`config.mk`:
```
export PLATFORM = sky130hd
export DESIGN_NAME = rcn_master_buf
export DESIGN_NICKNAME = d
export VERILOG_FILES = /design/src/design/rcn_pkg.sv /design/src/design/rcn_master.sv /design/src/design/rcn_master_buf.sv
export SDC_FILE = /design/constraint.sdc
export NUM_CORES = 1
export LEC_CHECK = 0
export BUFFER_PORTS_ARGS = -buffer_cell sky130_fd_sc_hd__buf_2
export CORE_UTILIZATION = 55
export CTS_CLUSTER_DIAMETER = 100
export DETAILED_ROUTE_END_ITERATION = 8
export HOLD_SLACK_MARGIN = 0.08
export PLACE_DENSITY = 0.87
export SKIP_LAST_GASP = 1
export SLEW_MARGIN = 20
export SYNTH_ARGS = -nofsm -noshare
export SYNTH_HDL_FRONTEND = slang
export SYNTH_SLANG_ARGS = --single-unit
```
`constraint.sdc`:
```
create_clock -name clk -period 10.5 [get_ports clk]
set_input_delay 1.05 -clock clk [delete_from_list [all_inputs] [get_ports clk]]
set_output_delay 1.05 -clock clk [all_outputs]
set_load 0.005 [all_outputs]
```
`src/design/rcn_pkg.sv`:
```
/*
 * rcn ring definitions shared by the master, buffer, slave and testbench
 * ring flit, buffered host request and host response formats
 */

package rcn_pkg;

  ////////////////////////////////////////
  // field widths
  ////////////////////////////////////////

  localparam int id_w   = 6;
  localparam int addr_w = 22;
  localparam int data_w = 32;
  localparam int seq_w  = 2;
  // one enable per data byte
  localparam int mask_w = data_w / 8;

  ////////////////////////////////////////
  // ring word, 69 bits
  ////////////////////////////////////////

  typedef struct packed {
    logic              valid;
    logic              pending;
    logic              wr;
    logic [id_w-1:0]   id;
    logic [mask_w-1:0] mask;
    logic [addr_w-1:0] addr;
    logic [seq_w-1:0]  seq;
    logic [data_w-1:0] data;
  } rcn_flit_t;

  // host request as held in the buffer, word address only
  typedef struct packed {
    logic [seq_w-1:0]  seq;
    logic              wr;
    logic [mask_w-1:0] mask;
    logic [addr_w-1:0] addr;
    logic [data_w-1:0] wdata;
  } rcn_req_t;

  // response back to the host, byte address
  typedef struct packed {
    logic [seq_w-1:0]  seq;
    logic [mask_w-1:0] mask;
    logic [addr_w+1:0] addr;
    logic [data_w-1:0] data;
  } rcn_rsp_t;

endpackage

```
`src/design/rcn_master.sv`:
```
/*
 * rcn ring master node
 * inserts requests into free slots and takes its own responses off the ring
 */

`timescale 1ns/100ps

module rcn_master #(
  parameter int unsigned master_id = 0
) (
  input  logic               clk,
  input  logic               rst,
  input  rcn_pkg::rcn_flit_t rcn_in,
  input  logic               req_vld,
  input  rcn_pkg::rcn_req_t  req,
  output rcn_pkg::rcn_flit_t rcn_out,
  output logic               req_busy,
  output logic               rdone,
  output logic               wdone,
  output rcn_pkg::rcn_rsp_t  rsp
);

  logic               own_rsp;
  logic               take_req;
  rcn_pkg::rcn_flit_t req_flit;
  rcn_pkg::rcn_flit_t nxt_out;

  // a completed request coming home
  assign own_rsp = rcn_in.valid && !rcn_in.pending &&
                   (rcn_in.id == rcn_pkg::id_w'(master_id));

  // slot is usable if empty or freed by the response just removed
  assign req_busy = rcn_in.valid && !own_rsp;
  assign take_req = req_vld && !req_busy;

  ////////////////////////////////////////
  // insertion
  ////////////////////////////////////////

  always_comb begin
    req_flit         = '0;
    req_flit.valid   = 1'b1;
    req_flit.pending = 1'b1;
    req_flit.wr      = req.wr;
    req_flit.id      = rcn_pkg::id_w'(master_id);
    req_flit.mask    = req.mask;
    req_flit.addr    = req.addr;
    req_flit.seq     = req.seq;
    req_flit.data    = req.wdata;
  end

  always_comb begin
    if (take_req)
      nxt_out = req_flit;
    else if (own_rsp)
      nxt_out = '0;
    else
      nxt_out = rcn_in;
  end

  // one cycle per hop
  always_ff @(posedge clk or posedge rst) begin
    if (rst)
      rcn_out <= '0;
    else
      rcn_out <= nxt_out;
  end

  ////////////////////////////////////////
  // response capture
  ////////////////////////////////////////

  always_ff @(posedge clk or posedge rst) begin
    if (rst) begin
      rdone <= 1'b0;
      wdone <= 1'b0;
    end else begin
      rdone <= own_rsp && !rcn_in.wr;
      wdone <= own_rsp && rcn_in.wr;
    end
  end

  always_ff @(posedge clk) begin
    if (own_rsp) begin
      rsp.seq  <= rcn_in.seq;
      rsp.mask <= rcn_in.mask;
      rsp.addr <= {rcn_in.addr, 2'b00};
      rsp.data <= rcn_in.data;
    end
  end

endmodule

```
`src/design/rcn_master_buf.sv`:
```
/*
 * rcn master with a circular request buffer in front of it
 * reports busy when full and pulses issue as each request enters the ring
 */

`timescale 1ns/100ps

module rcn_master_buf #(
  parameter int unsigned master_id = 0,
  parameter int unsigned depth     = 8
) (
  input  logic                          clk,
  input  logic                          rst,
  input  logic                          cs,
  input  logic                          wr,
  input  logic [rcn_pkg::seq_w-1:0]     seq,
  input  logic [rcn_pkg::mask_w-1:0]    mask,
  input  logic [rcn_pkg::addr_w+1:0]    addr,
  input  logic [rcn_pkg::data_w-1:0]    wdata,
  input  rcn_pkg::rcn_flit_t            rcn_in,
  output logic                          busy,
  output logic                          issue,
  output logic [rcn_pkg::seq_w-1:0]     iss_seq,
  output logic                          rdone,
  output logic                          wdone,
  output rcn_pkg::rcn_rsp_t             rsp,
  output rcn_pkg::rcn_flit_t            rcn_out
);

  localparam int ptr_w = (depth > 1) ? $clog2(depth) : 1;
  localparam int cnt_w = $clog2(depth + 1);

  rcn_pkg::rcn_req_t req_mem [depth];
  logic [ptr_w-1:0]  wr_ptr;
  logic [ptr_w-1:0]  rd_ptr;
  logic [cnt_w-1:0]  req_cnt;
  logic              push;
  logic              pop;
  logic              req_vld;
  logic              req_busy;
  rcn_pkg::rcn_req_t req_head;

  assign busy     = (req_cnt == cnt_w'(depth));
  assign push     = cs && !busy;
  assign req_vld  = (req_cnt != '0);
  assign pop      = req_vld && !req_busy;
  assign req_head = req_mem[rd_ptr];

  // the pop itself is the issue event
  assign issue   = pop;
  assign iss_seq = req_head.seq;

  ////////////////////////////////////////
  // pointers and occupancy
  ////////////////////////////////////////

  always_ff @(posedge clk or posedge rst) begin
    if (rst) begin
      wr_ptr  <= '0;
      rd_ptr  <= '0;
      req_cnt <= '0;
    end else begin
      if (push)
        wr_ptr <= (wr_ptr == ptr_w'(depth - 1)) ? '0 : wr_ptr + 1'b1;
      if (pop)
        rd_ptr <= (rd_ptr == ptr_w'(depth - 1)) ? '0 : rd_ptr + 1'b1;
      // simultaneous push and pop leaves the count alone
      if (push && !pop)
        req_cnt <= req_cnt + 1'b1;
      else if (pop && !push)
        req_cnt <= req_cnt - 1'b1;
    end
  end

  always_ff @(posedge clk) begin
    if (push)
      req_mem[wr_ptr] <= '{seq: seq, wr: wr, mask: mask,
                           addr: addr[rcn_pkg::addr_w+1:2], wdata: wdata};
  end

  rcn_master #(
    .master_id(master_id)
  ) u_master (
    .clk     (clk),
    .rst     (rst),
    .rcn_in  (rcn_in),
    .req_vld (req_vld),
    .req     (req_head),
    .rcn_out (rcn_out),
    .req_busy(req_busy),
    .rdone   (rdone),
    .wdone   (wdone),
    .rsp     (rsp)
  );

endmodule

```
# After elaboration in Yosys (flattened, before gate mapping)
# Memories as Yosys holds them, arrays and structs flattened.
# Index checks and enable logic that the tools add are counted.
# W data, S select, Z words.
[totals]
romBits = 0
ff_bits = 141
inputBits = 135
ram_bits = 488
out_inout_bits = 137
n_memories = 1
latch_bits = 0
[memory_table]
columns = ["name", "words", "width", "rd", "rd_ports_with_merged_regs", "wr", "line_no", "text"]
rows = [
  ["req_mem", 8, 61, 1, 0, 1, "rcn_master_buf.sv:33", "rcn_pkg::rcn_req_t req_mem [depth];"],
]
[classes]
n_lt_le_gt_ge = 0
bitwise_logic = 0
n_mux = 8
shift = 0
mul = 0
n_eq_ne = 3
reduce_logical = 19
add_sub_neg = 4
n_div = 0
[ops]
columns = ["operator", "n"]
rows = [
  ["$mux W69", 2],
  ["$logic_and A1 B1 Y1", 9],
  ["$mux W4", 2],
  ["$logic_not A1 Y1", 7],
  ["$add A3 B1 Y3 const B", 2],
  ["$eq A3 B3 Y1 const B", 2],
  ["$logic_not A6 Y1", 1],
  ["$mux W3", 2],
  ["$add A4 B1 Y4 const B", 1],
  ["$eq A4 B4 Y1 const B", 1],
  ["$reduce_bool A4 Y1", 1],
  ["$sub A4 B1 Y4 const B", 1],
  ["$mux W1", 2],
  ["$reduce_bool A2 Y1", 1],
]

# Depth between registers and ports, before layout
# Gate-level depths: netlist (run 1).
[depth]
ltp_word = 10
ltp_mapped = 13
depth_no_buf = 11

# Hierarchy
# A second synthesis (run 1) with hierarchy kept.
[unflattened]
cells_unflattened = 1138
hier_area_um2 = 24738.7
[modules_own_cells]
columns = ["module", "n_inst", "seq_area_each_um2", "cells_each", "area_each_um2"]
rows = [
  ["rcn_master_buf", 1, 14904.3, 775, 19342.3],
  ["rcn_master", 1, 3578.4, 363, 5396.4],
]

# Worst setup path before layout (run 1)
# OpenSTA, ideal clock, no wires.
[synth_timing]
kind = "input port to flip-flop"
start = "input port cs"
end = "memory req_mem[0][0] in the netlist's numbering, enable pin"
cell_stages = 4
setup_ns = 0.555
slack_ns = 4.293
arrival_time_ns = 5.652
required_ns = 9.945
cell_sequence = "a21bo_2 -> inv_1 -> nand2b_1 -> nor3_1"
[synth_via]
elab_chain_cells = 3
[synth_rtl]
columns = ["element", "line_no", "text"]
rows = [
  ["start: declaration", "rcn_master_buf.sv:14", "input logic cs,"],
  ["$logic_and A1 B1 Y1", "rcn_master_buf.sv:44", "assign push = cs && !busy;"],
  ["named net push", "rcn_master_buf.sv:37", "logic push;"],
  ["$mux W1", "rcn_master_buf.sv:76", "if (push)"],
  ["$mux W1 (implied by the code)", "rcn_master_buf.sv:77", "req_mem[wr_ptr] <= '{seq: seq, wr: wr, mask: mask,"],
  ["end: declaration", "rcn_master_buf.sv:33", ""],
]
# The timed path passes the listed nets, and every way through them passes these cells.

# Worst setup path in the final report (run 1)
[layout_timing]
start = "register req_cnt[0]"
end = "register req_cnt[3]"
[layout_via]
elab_chain_cells = 6
elab_cells_between_ends = 14
cone_classes = "add/sub (2); eq/ne (1); mux (2); reduce/logical (9)"
[layout_rtl]
columns = ["element", "line_no", "text"]
rows = [
  ["start: declaration", "rcn_master_buf.sv:36", "logic [cnt_w-1:0] req_cnt;"],
  ["start signal: assignment", "rcn_master_buf.sv:69", "req_cnt <= req_cnt + 1'b1;"],
  ["start signal: assignment", "rcn_master_buf.sv:71", "req_cnt <= req_cnt - 1'b1;"],
  ["parallel branches: the longest is 6 deep, another holds $sub A4 B1 Y4", "--", ""],
]
# Parallel ways; which one is timed is not known. The select of a mux whose other input is x is not followed.
# A chain may end at the register's enable or synchronous reset.

==> impl_metrics.yaml, run 1 <==
final_layout:
  multiInputGateArea_mm2: 0.00469
  postLayoutCoreUtil_pct: 65.2
  most-common-layout-cells: "edfxtp_1 (548), buf_2 (267), mux4_2 (122), dfrtp_1 (78)"
  seq_area_mm2: 0.0185
  nets: 1507
  synthToLayoutAreaGrowth_pct: 16.8
  fillers: 2732
  drive_gt1_share_pct: 37.6
  final_common_cell: "edfxtp_1"
floorplanning:
  core_mm2: 0.0420
  dieArea_mm2: 0.0435
  die_y_um: 209
  io_pins: 272
  die_width_um: 209
  num_rows: 75
  initial_core_util_pct: 55.8
clock_network:
  cts_root_buf: "clkbuf_16"
  cts_buffers: 60
  cts_resized: 0
  clockBufferDepth: 3
  cts_sinks: 629
  cts_tree: "built"
  clock_latency_ns: 0.61
  h-tree-depth: 2
  clkSlewWorstSetupHoldPaths_ns: 0.06
  post_cts_buffers: 0
  holdBufCountCts: 0
routing:
  routed_via_density: 5.95
  wl_um: 48700
  num_vias: 11700
  wl_per_cell_um: 24.9
  drc: 0
  first_iter_violations: 871
  ant_nets: 0
  firstDrtPassIters: 5
sta:
  setup_viol: 0
  hold_violations: 0
  maxSlewHeadroom_pct: 37.1
  fin_skew_ns: 0.0189
  fmax_mhz: 220
  slew_violations: 0
  timing.final.crit_share_pct: 43.3
  setup-tns-final_ns: 0
  rsz0062_at_grt: "false"
  fin_crit_ns: 4.55
  worst_pin_slew_ns: 0.943
critical_path:
  cp_max_fo: 69
  max_stage_delay_ns: 0.70
  start_kind: "flip-flop"
  cp.arrival_ns: 5.04
  path_cells: "nor4_4, buf_4, nor2_4, inv_2, buf_4, ha_1, inv_1, ha_1, a21o_1, a2111oi_0, a31oi_1, a221o_1"
  cp_slowest_cell: "buf_4"
  cp.required_ns: 10.99
  worstRegToRegCells: 12
  endpoint_kind: "flip-flop"
  critical_path_class: "reg2reg"
power:
  pwr-share-clk_pct: 29.5
  seq_power_share_pct: 47.1
  swShare_pct: 27.7
  peakVddDrop_uv: 180
  p_comb_share_pct: 23.4
  p_int_uw: 5150
  p_sw_uw: 1980
  leakagePower_uw: 0.00961
  power_density_mw_per_mm2: 260
global_routing:
  grt_pass1_vias: 12200
  gr-usage-all-layers_pct: 22.8
  antenna_found_initial: 8
  grt-ovfl-total: 0
  grt_pass1_wl_um: 73200
  grt_max_degree: 70
logic_synthesis:
  postSynthAreaPerCell_um2: 21.9
  syn-cell-area_mm2: 0.0235
  synth-seq-area-share_pct: 78.7
  yosysWarnings: 0
  syn_inst: 1071
  ys_ff_latch: 629
  ys_types: 37
placement:
  dpl.hpwl_um: 27800
  port_buffers: 267
  routabilityCongestion: 0.715
run:
  maxCapViolCount: 0
hold_path:
  hold_path_class: "in2async"
run_status:
  outcome: "finished clean"
==> path summary, 6_finish.rpt <==
path,start,endpoint,slack [ns]
min,rst,u_master.rcn_out[67],0.51
max in group asynchronous,rst,u_master.rcn_out[32],8.82
max reg2reg,req_cnt[0],req_cnt[3],5.95
max,req_cnt[0],req_cnt[3],5.95
min in group clk,wr_ptr[0],wr_ptr[0],0.58
min reg2reg,wr_ptr[0],wr_ptr[0],0.58
==> metrics by stage <==
stage	std cells	area, um^2	setup WS [ns]	power [uW]	hold WS [ns]
4_1_cts	1955	27400	5.96	7200	0.503
5_1_grt	1959	27400	5.77	7420	0.521
6_report	1959	27400	5.95	7120	0.505
3_5_place_dp	1841	25500	5.36	5090	0.549
2_1_floorplan	1072	23500	4.29	4550	0.487
3_3_place_gp	1838	25400	5.78	5010	0.512
==> cells in the mapped netlist (all sizes together) <==
cell     count  share of area (%)
a21oi        1              0.021
a2111oi      1              0.037
nor4         3               0.17
xnor2        2              0.075
nand3        1              0.021
nand2        8               0.13
conb         1              0.016
a221o        1              0.043
ha           7               0.37
dfrtp       81                8.6
nor2        10               0.19
edfxtp     548                 70
nand2b       6               0.16
and2         8               0.21
clkbuf      28               0.45
mux2i       59                2.5
a31oi        1              0.027
mux4       122                 12
a21bo        1              0.043
a21o         1              0.032
o211ai      61                2.0
fa           1              0.085
a21boi       2              0.080
o21ai       64                1.4
nor3         5               0.11
inv          7               0.11
buf         35                1.1
mux2         6               0.29
==> power groups by stage <==
stage	clock, uW	sequential (uW)	combinational, uW
CTS	2140	3360	1700
detailed placement	0	3410	1680
global placement	0	3380	1630
floorplan	0	3310	1240
global route	2230	3400	1800
finish	2100	3360	1670
==> critical path, delay by kind of cell, from the launching register on <==
kind                     cells  cell delay, ns
buffers and inverters        4            1.53
flip-flops                   1            0.48
adder cells (fa/ha/maj)      2            0.64
AO/OA/AOI/OAI                4            1.34
AND/OR/NAND/NOR              2            0.41
==> kinds of logic after synthesis <==
logic type,Yosys count,synth area share [%]
flops,629,78.7
mux,187,14.5
compound gates,133,3.60
buf+inv,70,1.63
simple gates,41,0.991
fa+ha+maj,8,0.458
xor+xnor,2,0.0746
other cells,1,0.0160
==> per-layer routing <==
metal | global-route usage (%) | wire length [um]
met1 | 30.9 | 19700
met5 | 0 | 57
met4 | 7.15 | 1030
met3 | 4.04 | 3280
met2 | 38.2 | 24700
==> sequential cells by signal (all words and copies together) (netlist names) <==
register / cells
u_master.rdone: 1
u_master.rcn_out: 69
u_master.rsp: 60
wr_ptr: 3
req_mem: 488
u_master.wdone: 1
rd_ptr: 3
req_cnt: 4
==> layout make-up <==
class	count	area share, %
flip-flops and latches	629	67.4
multi-input cells	373	17.1
clock buffers	82	6.07
repair buffers	293	5.76
well taps	539	2.46
clock inverters	32	1.02
inverters	7	0.109
diodes	4	0.0365
No activity file was read; power rests on OpenSTA's default activity.
==> run 2, diff against run 1 <==
--- a/config.mk
+++ b/config.mk
@@ -6,11 +6,11 @@
 export NUM_CORES = 1
 export LEC_CHECK = 0
 export BUFFER_PORTS_ARGS = -buffer_cell sky130_fd_sc_hd__buf_2
-export CORE_UTILIZATION = 55
+export CORE_UTILIZATION = 52
 export CTS_CLUSTER_DIAMETER = 100
 export DETAILED_ROUTE_END_ITERATION = 8
 export HOLD_SLACK_MARGIN = 0.08
-export PLACE_DENSITY = 0.87
+export PLACE_DENSITY = 0.86
 export SKIP_LAST_GASP = 1
 export SLEW_MARGIN = 20
 export SYNTH_ARGS = -nofsm -noshare
==> constraint.sdc (replaced) <==
create_clock -name clk -period 3.9 [get_ports clk]
set_input_delay 0.39 -clock clk [delete_from_list [all_inputs] [get_ports clk]]
set_output_delay 0.39 -clock clk [all_outputs]
set_load 0.005 [all_outputs]
==> run 2 against run 1 <==
- sequential power grew to 2.7 times the previous value
- worst hold slack lost 0.19 ns
- largest cell class unchanged
- via count grew 7.8%
- flip-flop and latch count is the same
- critical path type is now in2reg
- utilization shrank 0.29 points
- highest routed layer is now met4
==> impl_metrics.yaml, run 2 (synthesis gave the netlist of run 1 again) <==
floorplanning:
  num_rows: 77
  dieArea_mm2: 0.0460
  die_y_um: 214
  io_pins: 272
  die_width_um: 214
  core_mm2: 0.0444
  initial_core_util_pct: 52.9
global_routing:
  gr-usage-all-layers_pct: 23.8
  grt_pass1_vias: 13600
  grt_pass1_wl_um: 81400
  grt_max_degree: 69
  grt-ovfl-total: 0
  antenna_found_initial: 1
final_layout:
  regMostFlops: "req_mem"
  final_area_mm2: 0.0288
  most-common-layout-cells: "edfxtp_1 (548), buf_2 (267), dlygate4sd3_1 (130), mux4_2 (122), dfrtp_1 (78)"
  drive_gt1_share_pct: 34.9
  synthToLayoutAreaGrowth_pct: 22.8
  largestRegisters: "req_mem x488, u_master.rcn_out x69, u_master.rsp x60"
  nets: 1643
  instances_no_fill: 2144
  final_common_cell: "edfxtp_1"
  largest_reg_flops: 488
clock_network:
  h-tree-depth: 2
  cts_buffers: 59
  cts_sinks: 629
  clock_latency_ns: 0.62
  cts_tree: "built"
  clockBufferDepth: 3
  clkSlewWorstSetupHoldPaths_ns: 0.07
  cts_root_buf: "clkbuf_16"
placement:
  routabilityCongestion: 0.724
  placed_cell_area_mm2: 0.0256
  port_buffers: 267
  dp.cells: 1901
  dpl.hpwl_um: 28600
routing:
  drc: 0
  firstDrtPassIters: 5
  ant_nets: 0
  wl_per_cell_um: 25.1
  routed_via_density: 5.86
  num_vias: 12600
  wl_um: 53800
  first_iter_violations: 1143
hold_path:
  hold_end: "wr_ptr[1]"
  hold_path_depth: 3
  hold_path_class: "in2reg"
  min_from: "cs"
critical_path:
  r2r_slack_ns: 0.90
  cp.required_ns: 4.39
  cp.arrival_ns: 3.69
  cpLargestDelayFamily: "compound AO/OA/AOI/OAI gates"
  path_cells: "dlygate4sd3_1, buf_2, nor3_1, a21boi_4, nor2_4, inv_2, ha_1, inv_1, ha_1, a21o_1, a2111oi_0, a31oi_1, a221o_1"
  cp_slowest_cell: "dlygate4sd3_1"
  worstReg2RegStart: "req_cnt[0]"
  endpoint_kind: "flip-flop"
  cp_max_fo: 5
  critical_path_class: "in2reg"
  worst-path-buf-inv: 4
  worstRegToRegCells: 10
  max_stage_delay_ns: 0.53
  start_kind: "primary input"
  reg2reg_to: "req_cnt[3]"
  crit_top_cell: "ha_1"
sta:
  slew_violations: 0
  timing.final.crit_share_pct: 82.2
  fin_crit_ns: 3.21
  maxSlewHeadroom_pct: 33.2
  rsz0062_at_grt: "false"
  setup-tns-final_ns: 0
  worst_pin_slew_ns: 1.00
  hold_violations: 0
  setup_viol: 0
  fin_skew_ns: 0.0223
  fmax_mhz: 312
power:
  power_density_mw_per_mm2: 678
  peakVddDrop_uv: 437
  leakagePower_uw: 0.0102
run_status:
  outcome: "finished clean"
run:
  maxCapViolCount: 0
-- run 2: cell type report --
class | instances | area [um^2]
clock inverter | 33 | 338
sequential | 629 | 18500
multi-input combinational | 373 | 4700
tap | 592 | 741
fill | 2780 | 15600
timing repair buffer | 430 | 2910
inverter | 7 | 30.0
antenna | 1 | 2.50
clock buffer | 79 | 1620
-- run 2: how the worst max path moves through the flow --
stage | start | to | cells past startpoint
4_1_cts | rd_ptr[0] | iss_seq[1] | 3
3_3_place_gp | rcn_in[63] | req_cnt[3] | 12
3_5_place_dp | rcn_in[63] | req_cnt[3] | 12
2_1_floorplan | req_cnt[0] | req_mem[2][0] | 5
6_report | rcn_in[63] | req_cnt[3] | 13
5_1_grt | rcn_in[60] | req_cnt[3] | 13
-- run 2: worst register-to-register path: cells and delay by family (launching register included) --
family          cells  cell delay (ns)
flops               1             0.47
fa+ha+maj           2             0.51
simple gates        1             0.29
compound gates      5             1.33
buf+inv             2             0.28
-- run 2: report_power, final --
part	switching (uW)	internal [uW]
combinational	2450	2290
sequential	638	8440
clock	2470	3280
-- run 2: repair_timing --
item                                    CTS  global route
gates resized for setup                   0             0
hold buffers                            130             0
endpoints found under the setup margin    0             0
setup buffers                             0             0
hold endpoints to repair                666             0
-- run 2: metrics by stage --
stage                     hold WS (ns)  utilization [%]  worst slack, ns  power [uW]
after global routing             0.319             64.9            0.518       20300
after global placement           0.505             57.6            0.733       13600
final                            0.312             64.9            0.693       19600
after detailed placement         0.560             57.6            0.652       13800
after floorplan                  0.456                -           -0.165       12200
after CTS                        0.259             64.9            0.740       19600
-- run 2: layer usage --
layer / share of wire [%] / global-route usage (%) / up-vias / routed length, um
li1: - / - / 5286 / -
met1: 39 / 29.8 / 6616 / 20700
met2: 53 / 41.8 / 569 / 28500
met3: 5.8 / 3.66 / 100 / 3140
met4: 2.7 / 9.57 / 0 / 1440
met5: 0 / 0 / - / 0
==> run 3, diff against run 2 <==
--- a/config.mk
+++ b/config.mk
@@ -6,11 +6,11 @@
 export NUM_CORES = 1
 export LEC_CHECK = 0
 export BUFFER_PORTS_ARGS = -buffer_cell sky130_fd_sc_hd__buf_2
-export CORE_UTILIZATION = 52
+export CORE_UTILIZATION = 55
 export CTS_CLUSTER_DIAMETER = 100
 export DETAILED_ROUTE_END_ITERATION = 8
 export HOLD_SLACK_MARGIN = 0.08
-export PLACE_DENSITY = 0.86
+export PLACE_DENSITY = 0.87
 export SKIP_LAST_GASP = 1
 export SLEW_MARGIN = 20
 export SYNTH_ARGS = -nofsm -noshare
==> constraint.sdc (replaced) <==
create_clock -name clk -period 3.3 [get_ports clk]
set_input_delay 0.33 -clock clk [delete_from_list [all_inputs] [get_ports clk]]
set_output_delay 0.33 -clock clk [all_outputs]
set_load 0.005 [all_outputs]
==> run 3 against run 2 <==
- sequential share of layout area is essentially flat
- wire length shrank 3.7%
- combinational power grew 19%
- clock skew shrank 0.0071 ns
- worst hold slack lost 0.077 ns
- critical endpoint unchanged
==> impl_metrics.yaml, run 3 (synthesis gave the netlist of run 1 again) <==
final_layout:
  nets: 1642
  fillers: 2534
  largestRegisters: "req_mem x488, u_master.rcn_out x69, u_master.rsp x60"
  postLayoutCoreUtil_pct: 68.7
  final_common_cell: "edfxtp_1"
  regMostFlops: "req_mem"
  final_area_mm2: 0.0289
  drive_gt1_share_pct: 34.7
  largest_reg_flops: 488
  synthToLayoutAreaGrowth_pct: 22.9
  most-common-layout-cells: "edfxtp_1 (548), buf_2 (267), dlygate4sd3_1 (130), mux4_2 (122), dfrtp_1 (78)"
run:
  maxCapViolCount: 0
hold_path:
  hold_path_class: "in2reg"
placement:
  port_buffers: 267
  dpl.hpwl_um: 27800
  placed_cell_area_mm2: 0.0256
  routabilityCongestion: 0.760
power:
  pwr-share-clk_pct: 29.9
  power_density_mw_per_mm2: 806
  swShare_pct: 27.6
  p_total_uw: 23300
  leakagePower_uw: 0.0102
  peakVddDrop_uv: 506
  seq_power_share_pct: 45.9
  p_sw_uw: 6430
  p_int_uw: 16800
  p_comb_share_pct: 24.2
floorplanning:
  die_y_um: 209
  die_width_um: 209
  dieArea_mm2: 0.0435
  initial_core_util_pct: 55.8
  core_mm2: 0.0420
  num_rows: 75
  io_pins: 272
global_routing:
  grt_pass1_wl_um: 78300
  grt_pass1_vias: 13300
  grt_max_degree: 70
  antenna_found_initial: 3
  grt-ovfl-total: 0
  gr-usage-all-layers_pct: 24.3
routing:
  wl_um: 51800
  ant_nets: 0
  first_iter_violations: 1080
  firstDrtPassIters: 5
  num_vias: 12400
  drc: 0
  routed_via_density: 5.93
  wl_per_cell_um: 24.8
clock_network:
  post_cts_buffers: 0
  cts_tree: "built"
  cts_root_buf: "clkbuf_16"
  h-tree-depth: 2
  cts_buffers: 59
  cts_resized: 0
  clkSlewWorstSetupHoldPaths_ns: 0.06
  clock_latency_ns: 0.60
  cts_sinks: 629
  clockBufferDepth: 3
critical_path:
  max_stage_delay_ns: 0.57
  crit_end: "req_cnt[3]"
  path_cells: "dlygate4sd3_1, buf_2, nor4_2, buf_4, a21boi_4, nor2_4, inv_2, ha_1, inv_1, ha_1, a21o_1, a2111oi_0, a31oi_1, a221o_1"
  start_kind: "primary input"
  crit_top_cell: "ha_1"
  cp.required_ns: 3.79
  cp.arrival_ns: 3.70
  cp_slowest_cell: "dlygate4sd3_1"
  cpLargestDelayFamily: "compound AO/OA/AOI/OAI gates"
  endpoint_kind: "flip-flop"
  worstReg2RegStart: "req_cnt[0]"
  worst-path-buf-inv: 5
  reg2reg_to: "req_cnt[3]"
  cp_num_cells: 14
  startpoint: "rcn_in[60]"
  cp_max_fo: 5
  r2r_slack_ns: 0.27
  critical_path_class: "in2reg"
  worstRegToRegCells: 10
sta:
  worst_pin_slew_ns: 0.900
  setup_viol: 0
  rsz0062_at_grt: "false"
  hold_violations: 0
  slew_violations: 0
  fin_skew_ns: 0.0152
  fin_crit_ns: 3.22
  maxSlewHeadroom_pct: 40.0
  fmax_mhz: 311
  timing.final.crit_share_pct: 97.5
run_status:
  outcome: "finished clean"
run 3: cell types whose count changed in the layout (fill, tap and decap cells not counted), moves of 2 or more:
cell,change
buf_4,-5
clkinvlp_4,-2
inv_6,-2
bufinv_16,+3
clkbuf_1,+3
buf_12,+4
clkinv_2,+2
run 3: worst min path at each step:
stage,startpoint,to,cells past startpoint
after floorplan,rcn_in[66],u_master.rdone,1
after global placement,wr_ptr[0],wr_ptr[0],2
after detailed placement,rcn_in[18],u_master.rsp[18],1
after CTS,cs,wr_ptr[1],3
after global routing,cs,wr_ptr[1],3
final,cs,wr_ptr[1],3
run 3: layer usage:
layer / vias to the layer above / GRT usage (%) / wire, um / part of all wire (%)
li1: 5287 / - / - / -
met1: 6427 / 31.5 / 20200 / 39
met2: 559 / 41.6 / 26700 / 51
met3: 110 / 4.04 / 3390 / 6.5
met4: 2 / 9.38 / 1540 / 3.0
met5: - / 0 / 10 / 0.019
run 3: what timing repair did:
| item | 4_1_cts | 5_1_grt |
|---|---|---|
| setup endpoints to repair | 0 | 0 |
| endpoints found under the hold margin | 686 | 0 |
| hold buffers | 130 | 0 |
run 3: final cells by class:
cell class,instances,area (um^2),share of cell area (%)
diodes,2,5.00,0.0173
clock buffers,82,1650,5.70
clock inverters,29,357,1.24
inverters,7,32.5,0.113
multi-input cells,373,4700,16.3
flip-flops and latches,629,18500,64.1
well taps,539,674,2.34
repair buffers,429,2950,10.2
run 3: power by group through the flow:
stage	logic (uW)	registers, uW	clock network [uW]
after floorplan	3940	10500	0
after global placement	5350	10700	0
after detailed placement	5500	10800	0
after CTS	5680	10700	7050
after global routing	6000	10800	7360
final	5630	10700	6940
run 3: stage by stage:
stage               std cells  setup TNS, ns  hold slack, ns  worst slack (ns)
floorplan                1072        -345.85           0.396            -0.765
global placement         1847              0           0.511             0.355
detailed placement       1847              0           0.523             0.155
CTS                      2088              0           0.205             0.167
global route             2089              0           0.220            0.0603
finish                   2090              0           0.235            0.0831
run 3: worst min-delay path: stages:
cell     delay (ns)
buf_2          0.11
a21bo_2        0.24
o21ai_0        0.11
